--- src/hw/zx_bus_pkg.sv ---
package zx_bus_pkg;

	////////////////////////////////////////////////////////////
	// cpu side bus
	////////////////////////////////////////////////////////////

	// kinds of cpu bus cycle
	typedef enum logic [2:0] {
		MEM_RD = 3'd0,
		MEM_WR = 3'd1,
		FETCH  = 3'd2,
		IO_RD  = 3'd3,
		IO_WR  = 3'd4
	} req_kind_e;

	localparam int CPU_AW = 16;
	localparam int DATA_W = 8;

	////////////////////////////////////////////////////////////
	// memory side
	////////////////////////////////////////////////////////////

	localparam int PHYS_AW = 22;

	// 16K windows
	localparam int OFFS_W = 14;
	localparam int N_WIN  = 4;

endpackage

--- src/hw/zx_map_pkg.sv ---
package zx_map_pkg;

	// paging ports
	localparam logic [15:0] PORT_7FFD = 16'h7FFD;
	localparam logic [15:0] PORT_EFF7 = 16'hEFF7;

	// atm window ports xFF7 with the window in a[15:14]
	localparam logic [7:0] ATM_PORT_LO  = 8'hF7;
	localparam logic [5:0] ATM_PORT_MID = 6'h3F;

	localparam int PAGE_W     = 8;
	localparam int ROM_PAGE_W = 2;

	// fixed ram pages of pentagon windows 1 and 2
	localparam logic [PAGE_W-1:0] WIN1_PAGE = 8'd5;
	localparam logic [PAGE_W-1:0] WIN2_PAGE = 8'd2;

	// rom pages
	localparam logic [ROM_PAGE_W-1:0] ROM_DOS_PAGE   = 2'd2;
	localparam logic [ROM_PAGE_W-1:0] ROM_BASIC_PAGE = 2'd1;

	localparam logic [7:0] DOS_TRAP_HI = 8'h3D;

	// idle bus
	localparam logic [7:0] FF_BUS = 8'hFF;

endpackage

--- src/hw/pager_if.sv ---
`timescale 1ns/1ps

// accepted cpu cycle as seen by the port decoder and dos logic
interface bus_if import zx_bus_pkg::*; ();
	logic              acc;
	req_kind_e         kind;
	logic [CPU_AW-1:0] addr;
	logic [DATA_W-1:0] wdata;
	logic [DATA_W-1:0] io_rdata;

	modport master (output acc, kind, addr, wdata, input io_rdata);
	modport port (input acc, kind, addr, wdata, output io_rdata);
	modport monitor (input acc, kind, addr);
endinterface

// paging state from the port decoder to the window pagers
interface pager_if import zx_bus_pkg::*, zx_map_pkg::*; ();
	logic [7:0]               p7ffd;
	logic                     atm_on;
	logic                     atm_wr;
	logic [$clog2(N_WIN)-1:0] atm_window;
	logic [PAGE_W-1:0]        atm_data;

	modport decoder (output p7ffd, atm_on, atm_wr, atm_window, atm_data);
	modport pager (input p7ffd, atm_on, atm_wr, atm_window, atm_data);
endinterface

--- src/hw/port_decoder.sv ---
`timescale 1ns/1ps

module port_decoder
	import zx_bus_pkg::*, zx_map_pkg::*;
(
	input  logic  fclk,
	input  logic  arst_n,
	bus_if.port   bus,
	pager_if.decoder pg
);

	logic [7:0]        p7ffd_q;
	logic [7:0]        peff7_q;
	logic [PAGE_W-1:0] atm_copy [N_WIN];

	logic io_wr;
	logic hit_7ffd;
	logic hit_eff7;
	logic hit_atm;

	assign io_wr    = bus.acc && (bus.kind == IO_WR);
	assign hit_7ffd = (bus.addr == PORT_7FFD);
	assign hit_eff7 = (bus.addr == PORT_EFF7);
	assign hit_atm  = (bus.addr[7:0] == ATM_PORT_LO) && (bus.addr[13:8] == ATM_PORT_MID);

	////////////////////////////////////////////////////////////
	// paging registers
	////////////////////////////////////////////////////////////

	always_ff @(posedge fclk or negedge arst_n)
	begin
		if (!arst_n)
		begin
			p7ffd_q <= '0;
			peff7_q <= '0;
			for (int i = 0; i < N_WIN; i++)
				atm_copy[i] <= '0;
		end
		else if (io_wr)
		begin
			// bit 5 locks 7ffd until reset
			if (hit_7ffd && !p7ffd_q[5])
				p7ffd_q <= bus.wdata;
			if (hit_eff7)
				peff7_q <= bus.wdata;
			if (hit_atm)
				atm_copy[bus.addr[CPU_AW-1:OFFS_W]] <= bus.wdata;
		end
	end

	assign pg.p7ffd      = p7ffd_q;
	assign pg.atm_on     = peff7_q[0];
	assign pg.atm_wr     = io_wr && hit_atm;
	assign pg.atm_window = bus.addr[CPU_AW-1:OFFS_W];
	assign pg.atm_data   = bus.wdata;

	// undecoded ports float high
	always_comb
	begin
		if (hit_7ffd)
			bus.io_rdata = p7ffd_q;
		else if (hit_eff7)
			bus.io_rdata = peff7_q;
		else if (hit_atm)
			bus.io_rdata = atm_copy[bus.addr[CPU_AW-1:OFFS_W]];
		else
			bus.io_rdata = FF_BUS;
	end

endmodule

--- src/hw/window_pager.sv ---
`timescale 1ns/1ps

module window_pager
	import zx_bus_pkg::*, zx_map_pkg::*;
#(
	parameter int WINDOW = 0
)
(
	input  logic              fclk,
	input  logic              arst_n,
	input  logic              dos,
	pager_if.pager            pg,
	output logic [PAGE_W-1:0] page,
	output logic              romnram
);

	logic [PAGE_W-1:0] atm_reg;

	always_ff @(posedge fclk or negedge arst_n)
	begin
		if (!arst_n)
			atm_reg <= '0;
		else if (pg.atm_wr && (pg.atm_window == WINDOW))
			atm_reg <= pg.atm_data;
	end

	always_comb
	begin
		if (pg.atm_on)
		begin
			// bit 7 selects ram
			romnram = ~atm_reg[7];
			if (atm_reg[7])
				page = {1'b0, atm_reg[6:0]};
			else
				page = PAGE_W'(atm_reg[ROM_PAGE_W-1:0]);
		end
		else
		begin
			case (WINDOW)
				1:
				begin
					romnram = 1'b0;
					page    = WIN1_PAGE;
				end
				2:
				begin
					romnram = 1'b0;
					page    = WIN2_PAGE;
				end
				3:
				begin
					romnram = 1'b0;
					page    = PAGE_W'(pg.p7ffd[2:0]);
				end
				default:
				begin
					romnram = 1'b1;
					page    = dos ? PAGE_W'(ROM_DOS_PAGE) : PAGE_W'(pg.p7ffd[4]);
				end
			endcase
		end
	end

endmodule

--- src/hw/dos_control.sv ---
`timescale 1ns/1ps

module dos_control
	import zx_bus_pkg::*, zx_map_pkg::*;
(
	input  logic              fclk,
	input  logic              arst_n,
	input  logic [PAGE_W-1:0] win0_page,
	input  logic              win0_romnram,
	bus_if.monitor            bus,
	output logic              dos
);

	logic fetch;
	logic turn_on;
	logic turn_off;

	assign fetch = bus.acc && (bus.kind == FETCH);

	// trap only from the basic rom
	assign turn_on  = fetch && (bus.addr[CPU_AW-1:8] == DOS_TRAP_HI) &&
	                  win0_romnram && (win0_page == PAGE_W'(ROM_BASIC_PAGE));
	assign turn_off = fetch && (bus.addr[CPU_AW-1:OFFS_W] != '0);

	always_ff @(posedge fclk or negedge arst_n)
	begin
		if (!arst_n)
			dos <= 1'b0;
		else if (turn_on)
			dos <= 1'b1;
		else if (turn_off)
			dos <= 1'b0;
	end

endmodule

--- src/hw/mem_translator.sv ---
`timescale 1ns/1ps

module mem_translator
	import zx_bus_pkg::*, zx_map_pkg::*;
(
	input  logic               fclk,
	input  logic               arst_n,
	input  logic               req_valid,
	input  req_kind_e          req_kind,
	input  logic [CPU_AW-1:0]  req_addr,
	input  logic [DATA_W-1:0]  req_wdata,
	output logic               req_ready,
	output logic               rsp_valid,
	output logic [DATA_W-1:0]  rsp_data,
	output logic               mem_valid,
	output logic               mem_we,
	output logic               mem_rom,
	output logic [PHYS_AW-1:0] mem_addr,
	output logic [DATA_W-1:0]  mem_wdata,
	input  logic               mem_ready,
	input  logic               mem_rvalid,
	input  logic [DATA_W-1:0]  mem_rdata,
	input  logic [PAGE_W-1:0]  page [N_WIN],
	input  logic [N_WIN-1:0]   romnram,
	bus_if.master              bus
);

	logic                     rd_pend;
	logic                     is_io;
	logic                     is_rd;
	logic                     slot_free;
	logic                     acc;
	logic                     load;
	logic [$clog2(N_WIN)-1:0] win;

	assign is_io     = (req_kind == IO_RD) || (req_kind == IO_WR);
	assign is_rd     = (req_kind == MEM_RD) || (req_kind == FETCH);
	assign slot_free = !mem_valid || mem_ready;

	// i/o waits for the memory side to drain
	assign req_ready = !rd_pend && (is_io ? !mem_valid : slot_free);
	assign acc       = req_valid && req_ready;
	assign win       = req_addr[CPU_AW-1:OFFS_W];

	// rom writes vanish here
	assign load = acc && !is_io && !((req_kind == MEM_WR) && romnram[win]);

	assign bus.acc   = acc;
	assign bus.kind  = req_kind;
	assign bus.addr  = req_addr;
	assign bus.wdata = req_wdata;

	////////////////////////////////////////////////////////////
	// output register
	////////////////////////////////////////////////////////////

	always_ff @(posedge fclk or negedge arst_n)
	begin
		if (!arst_n)
			mem_valid <= 1'b0;
		else if (load)
			mem_valid <= 1'b1;
		else if (mem_ready)
			mem_valid <= 1'b0;
	end

	always_ff @(posedge fclk)
	begin
		if (load)
		begin
			mem_we    <= (req_kind == MEM_WR);
			mem_rom   <= romnram[win];
			mem_addr  <= {page[win], req_addr[OFFS_W-1:0]};
			mem_wdata <= req_wdata;
		end
	end

	////////////////////////////////////////////////////////////
	// reads and responses
	////////////////////////////////////////////////////////////

	always_ff @(posedge fclk or negedge arst_n)
	begin
		if (!arst_n)
		begin
			rd_pend   <= 1'b0;
			rsp_valid <= 1'b0;
		end
		else
		begin
			if (acc && is_rd)
				rd_pend <= 1'b1;
			else if (mem_rvalid)
				rd_pend <= 1'b0;
			rsp_valid <= (acc && (req_kind == IO_RD)) || (mem_rvalid && rd_pend);
		end
	end

	always_ff @(posedge fclk)
	begin
		if (mem_rvalid)
			rsp_data <= mem_rdata;
		else if (acc && (req_kind == IO_RD))
			rsp_data <= bus.io_rdata;
	end

endmodule

--- src/hw/zx_mem_top.sv ---
`timescale 1ns/1ps

module zx_mem_top
	import zx_bus_pkg::*, zx_map_pkg::*;
(
	input  logic               fclk,
	input  logic               arst_n,
	input  logic               req_valid,
	input  req_kind_e          req_kind,
	input  logic [CPU_AW-1:0]  req_addr,
	input  logic [DATA_W-1:0]  req_wdata,
	output logic               req_ready,
	output logic               rsp_valid,
	output logic [DATA_W-1:0]  rsp_data,
	output logic               mem_valid,
	output logic               mem_we,
	output logic               mem_rom,
	output logic [PHYS_AW-1:0] mem_addr,
	output logic [DATA_W-1:0]  mem_wdata,
	input  logic               mem_ready,
	input  logic               mem_rvalid,
	input  logic [DATA_W-1:0]  mem_rdata
);

	bus_if   bus0 ();
	pager_if pg0 ();

	logic [PAGE_W-1:0] win_page [N_WIN];
	logic [N_WIN-1:0]  win_romnram;
	logic              dos;

	mem_translator u_translator (
		.fclk       (fclk),
		.arst_n     (arst_n),
		.req_valid  (req_valid),
		.req_kind   (req_kind),
		.req_addr   (req_addr),
		.req_wdata  (req_wdata),
		.req_ready  (req_ready),
		.rsp_valid  (rsp_valid),
		.rsp_data   (rsp_data),
		.mem_valid  (mem_valid),
		.mem_we     (mem_we),
		.mem_rom    (mem_rom),
		.mem_addr   (mem_addr),
		.mem_wdata  (mem_wdata),
		.mem_ready  (mem_ready),
		.mem_rvalid (mem_rvalid),
		.mem_rdata  (mem_rdata),
		.page       (win_page),
		.romnram    (win_romnram),
		.bus        (bus0.master)
	);

	port_decoder u_ports (
		.fclk   (fclk),
		.arst_n (arst_n),
		.bus    (bus0.port),
		.pg     (pg0.decoder)
	);

	// one pager per 16K window
	for (genvar w = 0; w < N_WIN; w++)
	begin : g_win
		window_pager #(.WINDOW(w)) u_pager (
			.fclk    (fclk),
			.arst_n  (arst_n),
			.dos     (dos),
			.pg      (pg0.pager),
			.page    (win_page[w]),
			.romnram (win_romnram[w])
		);
	end

	dos_control u_dos (
		.fclk         (fclk),
		.arst_n       (arst_n),
		.win0_page    (win_page[0]),
		.win0_romnram (win_romnram[0]),
		.bus          (bus0.monitor),
		.dos          (dos)
	);

endmodule

--- config.mk ---
export PLATFORM = sky130hd
export DESIGN_NAME = zx_mem_top
export DESIGN_NICKNAME = d
export VERILOG_FILES = /design/src/hw/zx_bus_pkg.sv /design/src/hw/zx_map_pkg.sv /design/src/hw/pager_if.sv /design/src/hw/port_decoder.sv /design/src/hw/window_pager.sv /design/src/hw/dos_control.sv /design/src/hw/mem_translator.sv /design/src/hw/zx_mem_top.sv
export SDC_FILE = /design/constraint.sdc
export NUM_CORES = 1
export LEC_CHECK = 0
export BUFFER_PORTS_ARGS = -buffer_cell sky130_fd_sc_hd__buf_2
export CAP_MARGIN = 30
export CORE_UTILIZATION = 50
export CTS_CLUSTER_DIAMETER = 60
export DETAILED_ROUTE_END_ITERATION = 8
export GPL_TIMING_DRIVEN = 0
export PLACE_DENSITY = 0.88
export SLEW_MARGIN = 10
export SYNTH_ARGS = -nofsm -noshare
export SYNTH_HDL_FRONTEND = slang
export SYNTH_SLANG_ARGS = --single-unit
--- constraint.sdc ---
create_clock -name fclk -period 3.5 [get_ports fclk]
set_input_delay 0.7 -clock fclk [delete_from_list [all_inputs] [get_ports fclk]]
set_output_delay 0.7 -clock fclk [all_outputs]
set_load 0.1 [all_outputs]
==> results of run 1 <==
==> routing by layer <==
| metal | share of wire (%) | vias to the layer above | routed length (µm) |
|---|---|---|---|
| li1 | - | 1399 | - |
| met1 | 42 | 1554 | 4095 |
| met2 | 49 | 163 | 4709 |
| met3 | 6.0 | 31 | 577 |
| met4 | 3.1 | 0 | 296 |
| met5 | 0 | - | 0 |
==> worst paths after layout <==
path / to / slack (ps) / cells past startpoint
setup reg to reg: g_win[2].u_pager.atm_reg[4] / 1160 / 5
max in group asynchronous: u_ports.atm_copy[5] / 2570 / 2
min in group fclk: u_ports.pg.p7ffd[7] / 510 / 1
setup / recovery: u_translator.mem_wdata[4] / 1000 / 7
hold / removal: u_ports.pg.p7ffd[6] / 350 / 1
hold reg to reg: u_ports.pg.p7ffd[7] / 510 / 1
==> cells in the final DEF, fill, tap and decap left out, drive strengths merged, types with 7 or more instances in the layout <==
cell type	netlist	final
nand3	15	15
nand4	9	9
mux2i	10	10
a221o	7	7
o21ai	13	13
nand2	17	17
dfrtp	52	52
clkbuf	8	22
mux2	48	48
edfxtp	39	39
nor2	14	14
buf	6	88
==> final cells by class <==
cell class	instances	area (µm²)	area share, %
Buffer	14	66.31	1.333
Clock buffer	14	172.7	3.470
Clock inverter	2	10.01	0.2012
Inverter	3	11.26	0.2263
Multi-Input combinational cell	207	1664	33.44
Sequential cell	91	2472	49.69
Tap cell	105	131.4	2.640
Timing Repair Buffer	82	447.9	9.002
==> where the power goes <==
| part | leakage [nW] | internal (mW) | switching, mW |
|---|---|---|---|
| Combinational | 1.04 | 0.0873 | 0.449 |
| Clock | 0.0965 | 0.315 | 0.347 |
| Sequential | 1.10 | 1.17 | 0.0132 |
==> logic make-up after synthesis <==
| logic type | share of synthesized area (%) |
|---|---|
| DFF | 58.83 |
| and+or+nand+nor | 12.83 |
| other | 0.08923 |
| muxes | 17.56 |
| AOI/OAI and AO/OA | 8.842 |
| buffers and inverters | 1.846 |
==> critical path: cells and delay by family <==
family / cells / cell delay [ps]
AO/OA/AOI/OAI: 2 / 490
buffers and inverters: 3 / 810
AND/OR/NAND/NOR: 2 / 550
==> flow_summary.json, run 1 <==
{
  "ys_top_cells_by_count": "dfrtp_1, mux2_2, edfxtp_1",
  "grt.total_usage_pct": 23.12,
  "num_rows": 33,
  "drc": 0,
  "dieWidth_um": 93.68,
  "htreeDepth": 3,
  "first_global_vias": 3020,
  "reg2reg_from": "u_translator.rd_pend",
  "post_drt_wl_per_cell_um": 18.69,
  "place_area_um2": 4793,
  "vias": 3147,
  "avgSynthCellArea_um2": 13.34,
  "synth_top_area_share_pct": 30.96,
  "leakage_nw": 2.236,
  "fin_ws_ps": 1000,
  "peakVddDrop_mv": 0.2520,
  "cts.sinks": 91,
  "yosysSeqAreaShare_pct": 58.83,
  "largest_register_ffs": 21,
  "cp.arrival_ps": 2560,
  "cts_resized": 0,
  "finalHoldViolCount": 0,
  "grt-ovfl-total": 0,
  "synth-main-ff-cell": "dfrtp_1",
  "grt_max_degree": 29,
  "synth-edff-count": 39,
  "antenna_found_initial": 0,
  "place.gp.congestion": 0.9078,
  "fmax_mhz": 400.1,
  "diodes": 0,
  "ys_warn_count": 0,
  "setup_tns_ps": 0,
  "cp-end-kind": "flip-flop",
  "status": "finished clean",
  "ant_nets": 0,
  "finalWirelength_um": 9679,
  "crit_type": "in2reg",
  "maxCapViolCount": 0,
  "clk_pin_slew_ps": 90,
  "ys_ff_latch": 91,
  "synth_top_area_cell": "dfrtp_1",
  "max_stage_delay_ps": 430,
  "cp-start-kind": "input port",
  "io_buffers": 80,
  "synth.distinct_cells": 54,
  "setup_viol": 0,
  "grt_use_met3_pct": 4.126,
  "syn_inst": 315,
  "drive_above_1_share_pct": 38.26,
  "worst_pin_slew_ps": 790.1,
  "syn_nets": 355,
  "io_pins": 83,
  "busiest_layer": "met2",
  "syn_area_um2": 4203,
  "clk_path_buf_depth": 2,
  "yosysMostFrequentCell": "dfrtp_1",
  "cts_tree": "yes",
  "slowest_stage": "buf_1",
  "p_total_mw": 2.381,
  "power.density_nw_per_um2": 478.5,
  "crit_chain": "buf_2 > buf_1 > nor2_1 > a22o_1 > or3_1 > o21ai_4 > buf_16",
  "insertion_delay_ps": 360,
  "grt.met1_usage_pct": 30.32,
  "fin_cells": 518,
  "grt_pass1_wl_um": 15160,
  "synth_area_leaders": "dfrtp_1, edfxtp_1, mux2_2, mux2_4, mux2i_1",
  "cp-startpoint": "req_addr[15]",
  "relSlewSlack_pct": 47.04,
  "cts_setup_buffers": 0,
  "via_per_inst": 6.075,
  "die-area_um2": 8776,
  "area_growth_pct": 18.40,
  "min_period_ps": 2500,
  "fin_nets": 448,
  "drt-pass1-iter-count": 5,
  "dp_slack_ps": 681.9,
  "fin_skew_ps": 12.83,
  "dp_hpwl_um": 7182,
  "hold_buffers": 0,
  "drtIter0Drc": 319,
  "period_share_pct": 71.42,
  "grt_use_met2_pct": 36.74,
  "hold_class": "in2async",
  "root_buffer": "clkbuf_8",
  "finish.instance_area_um2": 4976,
  "place_inst": 502,
  "core_um2": 8175,
  "worstPathMaxFanout": 24,
  "report.final.slew_viol_count": 0,
  "holdWs_ps": 347.7,
  "fin_util_pct": 60.87,
  "cp.required_ps": 3560,
  "async_flop_share_pct": 57.14,
  "cts_buffers": 9,
  "rsz0062_at_grt": "no",
  "initial_core_util_pct": 51.41,
  "die_h_um": 93.68,
  "fillers": 648
}
Power figures use the tool's default switching activity.
==> run 2: changes to the inputs <==
- ABC_AREA: not set -> 1
- clock period: 3.5 -> 2.1 ns (I/O delays scaled with it)
==> flow_summary.json, run 2 <==
{
  "status": "finished with violations",
  "violations": "design-rule violations",
  "syn_area_um2": 4468,
  "synth-edff-count": 39,
  "diodes": 0,
  "fin_util_pct": 60.84,
  "cp-startpoint": "u_translator.mem_valid",
  "htreeDepth": 3,
  "synth-main-ff-cell": "dfrtp_1",
  "num_rows": 34,
  "syn_inst": 514,
  "finalWirelength_um": 12040,
  "cp.required_ps": 1680,
  "fillers": 764,
  "antenna_found_initial": 0,
  "synth.mux.area_fraction_pct": 0.2520,
  "synth_compound_area_share_pct": 5.825,
  "seq_area_um2": 2474,
  "multiInputGateArea_um2": 1767,
  "ys_warn_count": 0,
  "crit_chain": "a21oi_2 > a21boi_4 > buf_4",
  "cts.sinks": 91,
  "grt_pass1_wl_um": 18380,
  "synth_top_family_by_area": "simple AND/OR/NAND/NOR gates",
  "cp.arrival_ps": 1620,
  "drc": 1,
  "yosysSeqAreaShare_pct": 55.33,
  "place.gp.congestion": 0.9334,
  "avgSynthCellArea_um2": 8.693,
  "clk_path_buf_depth": 2,
  "final_cell_mix": "nand2_1, buf_2, nand3_1, dfrtp_1, edfxtp_1",
  "holdWs_ps": 246.8,
  "final_common_cell": "nand2_1",
  "worstPathMaxFanout": 5,
  "fin_cells": 724,
  "fin_nets": 651,
  "via_per_inst": 5.606,
  "grt_max_degree": 37,
  "first_global_vias": 3745,
  "io_buffers": 80,
  "cts_tree": "yes",
  "crit_type": "reg2out",
  "fin_skew_ps": 11.33,
  "maxCapViolCount": 0,
  "leakage_nw": 2.585,
  "place_inst": 703,
  "period_share_pct": 96.95,
  "rsz0062_at_grt": "no",
  "vias": 4059,
  "cp-endpoint": "req_ready",
  "ant_nets": 0,
  "r2r_cells": 9,
  "drive_above_1_share_pct": 24.03,
  "report.final.slew_viol_count": 0,
  "cp-start-kind": "flip-flop",
  "fmax_mhz": 491.2,
  "finalHoldViolCount": 0,
  "max_stage_delay_ps": 470,
  "drt-pass1-iter-count": 8,
  "die_h_um": 96.53,
  "clk_pin_slew_ps": 90,
  "dp_hpwl_um": 8601,
  "dieWidth_um": 96.53,
  "synthAdderAreaFrac_pct": 0,
  "peakVddDrop_mv": 0.3035,
  "grt-ovfl-total": 0,
  "cp-end-kind": "output pin",
  "cts_buffers": 9,
  "insertion_delay_ps": 370,
  "ys_ff_latch": 91,
  "slowest_stage": "dfrtp_2",
  "die-area_um2": 9318,
  "grt.total_usage_pct": 27.24,
  "synth.distinct_cells": 36,
  "largest_register_ffs": 21,
  "synth_top_area_share_pct": 29.12,
  "reg2reg_from": "u_ports.peff7_q[0]",
  "synthXorXnorAreaFrac_pct": 0,
  "ys_top_cells_by_count": "nand2_1, nand3_1, dfrtp_1",
  "syn_nets": 554,
  "io_pins": 83,
  "async_flop_share_pct": 57.14,
  "root_buffer": "clkbuf_8",
  "p_total_mw": 3.948,
  "synth_top_area_cell": "dfrtp_1",
  "yosys.area_share.simple_pct": 33.02,
  "synth_area_leaders": "dfrtp_1, edfxtp_1, nand2_1, nand3_1, nor2_1",
  "relSlewSlack_pct": 51.64,
  "post_drt_wl_per_cell_um": 16.63,
  "power.density_nw_per_um2": 747.8,
  "initial_core_util_pct": 51.49,
  "core_um2": 8678,
  "min_period_ps": 2036,
  "r2r_slack_ps": 150,
  "worst_pin_slew_ps": 720.5,
  "hold_class": "in2reg",
  "drtIter0Drc": 372,
  "setup_tns_ps": 0,
  "r2r-end": "u_translator.mem_addr[20]",
  "yosysMostFrequentCell": "nand2_1",
  "setup_viol": 0,
  "area_growth_pct": 18.17
}
-- run 2: area by class of cell --
cell class	count	area share, %
Inverter	37	2.701
Clock inverter	3	0.7583
Timing Repair inverter	1	0.1422
Tap cell	108	2.559
Sequential cell	91	46.85
Clock buffer	13	2.630
Multi-Input combinational cell	372	33.46
Timing Repair Buffer	85	8.863
Buffer	14	2.038
-- run 2: through the flow --
stage          setup slack [ps]  cell area (µm²)
2_1_floorplan             56.51             4484
3_3_place_gp             -648.9             5020
3_5_place_dp             -702.4             5040
4_1_cts                   5.696             5279
5_1_grt                   3.336             5280
6_report                  63.97             5280
-- run 2: repair_timing --
action | 4_1_cts | 5_1_grt
hold buffers | 1 | 0
cloned | 1 | 0
endpoints found under the setup margin | 32 | 31
setup buffers | 3 | 0
endpoints found under the hold margin | 16 | 0
gates resized for setup | 3 | 2
-- run 2: how the worst min path moves through the flow --
stage	startpoint	cells after the start	end	slack, ps
after floorplan	arst_n	0	g_win[0].u_pager.atm_reg[7]	120
after global placement	u_ports.pg.p7ffd[6]	2	u_ports.pg.p7ffd[6]	450
after detailed placement	arst_n	1	u_ports.atm_copy[2]	380
after CTS	req_addr[4]	1	u_translator.mem_addr[4]	240
after global routing	req_addr[10]	1	u_translator.mem_addr[10]	240
final	req_addr[4]	1	u_translator.mem_addr[4]	250
-- run 2: logic make-up after synthesis --
kind of cell / Yosys count
simple gates: 328
buf+inv: 51
mux: 1
compound gates: 42
other cells: 1
flops: 91
-- run 2: routing by layer --
metal	track usage, %	share of wire [%]	up-vias
li1	-	-	1887
met2	41.02	45	231
met5	0	0	-
met1	36.25	42	1897
met4	15.69	4.1	0
met3	6.025	9.4	44
-- run 2: critical path, delay by kind of cell, from the launching register on --
kind,cells,cell delay [ps]
AOI/OAI and AO/OA,2,480
buffers and inverters,1,290
DFF,1,470
-- run 2: report_power, final --
part / switching [mW] / internal, mW
Sequential: 0.0225 / 1.94
Combinational: 0.710 / 0.141
Clock: 0.589 / 0.549
Total: 1.32 / 2.63
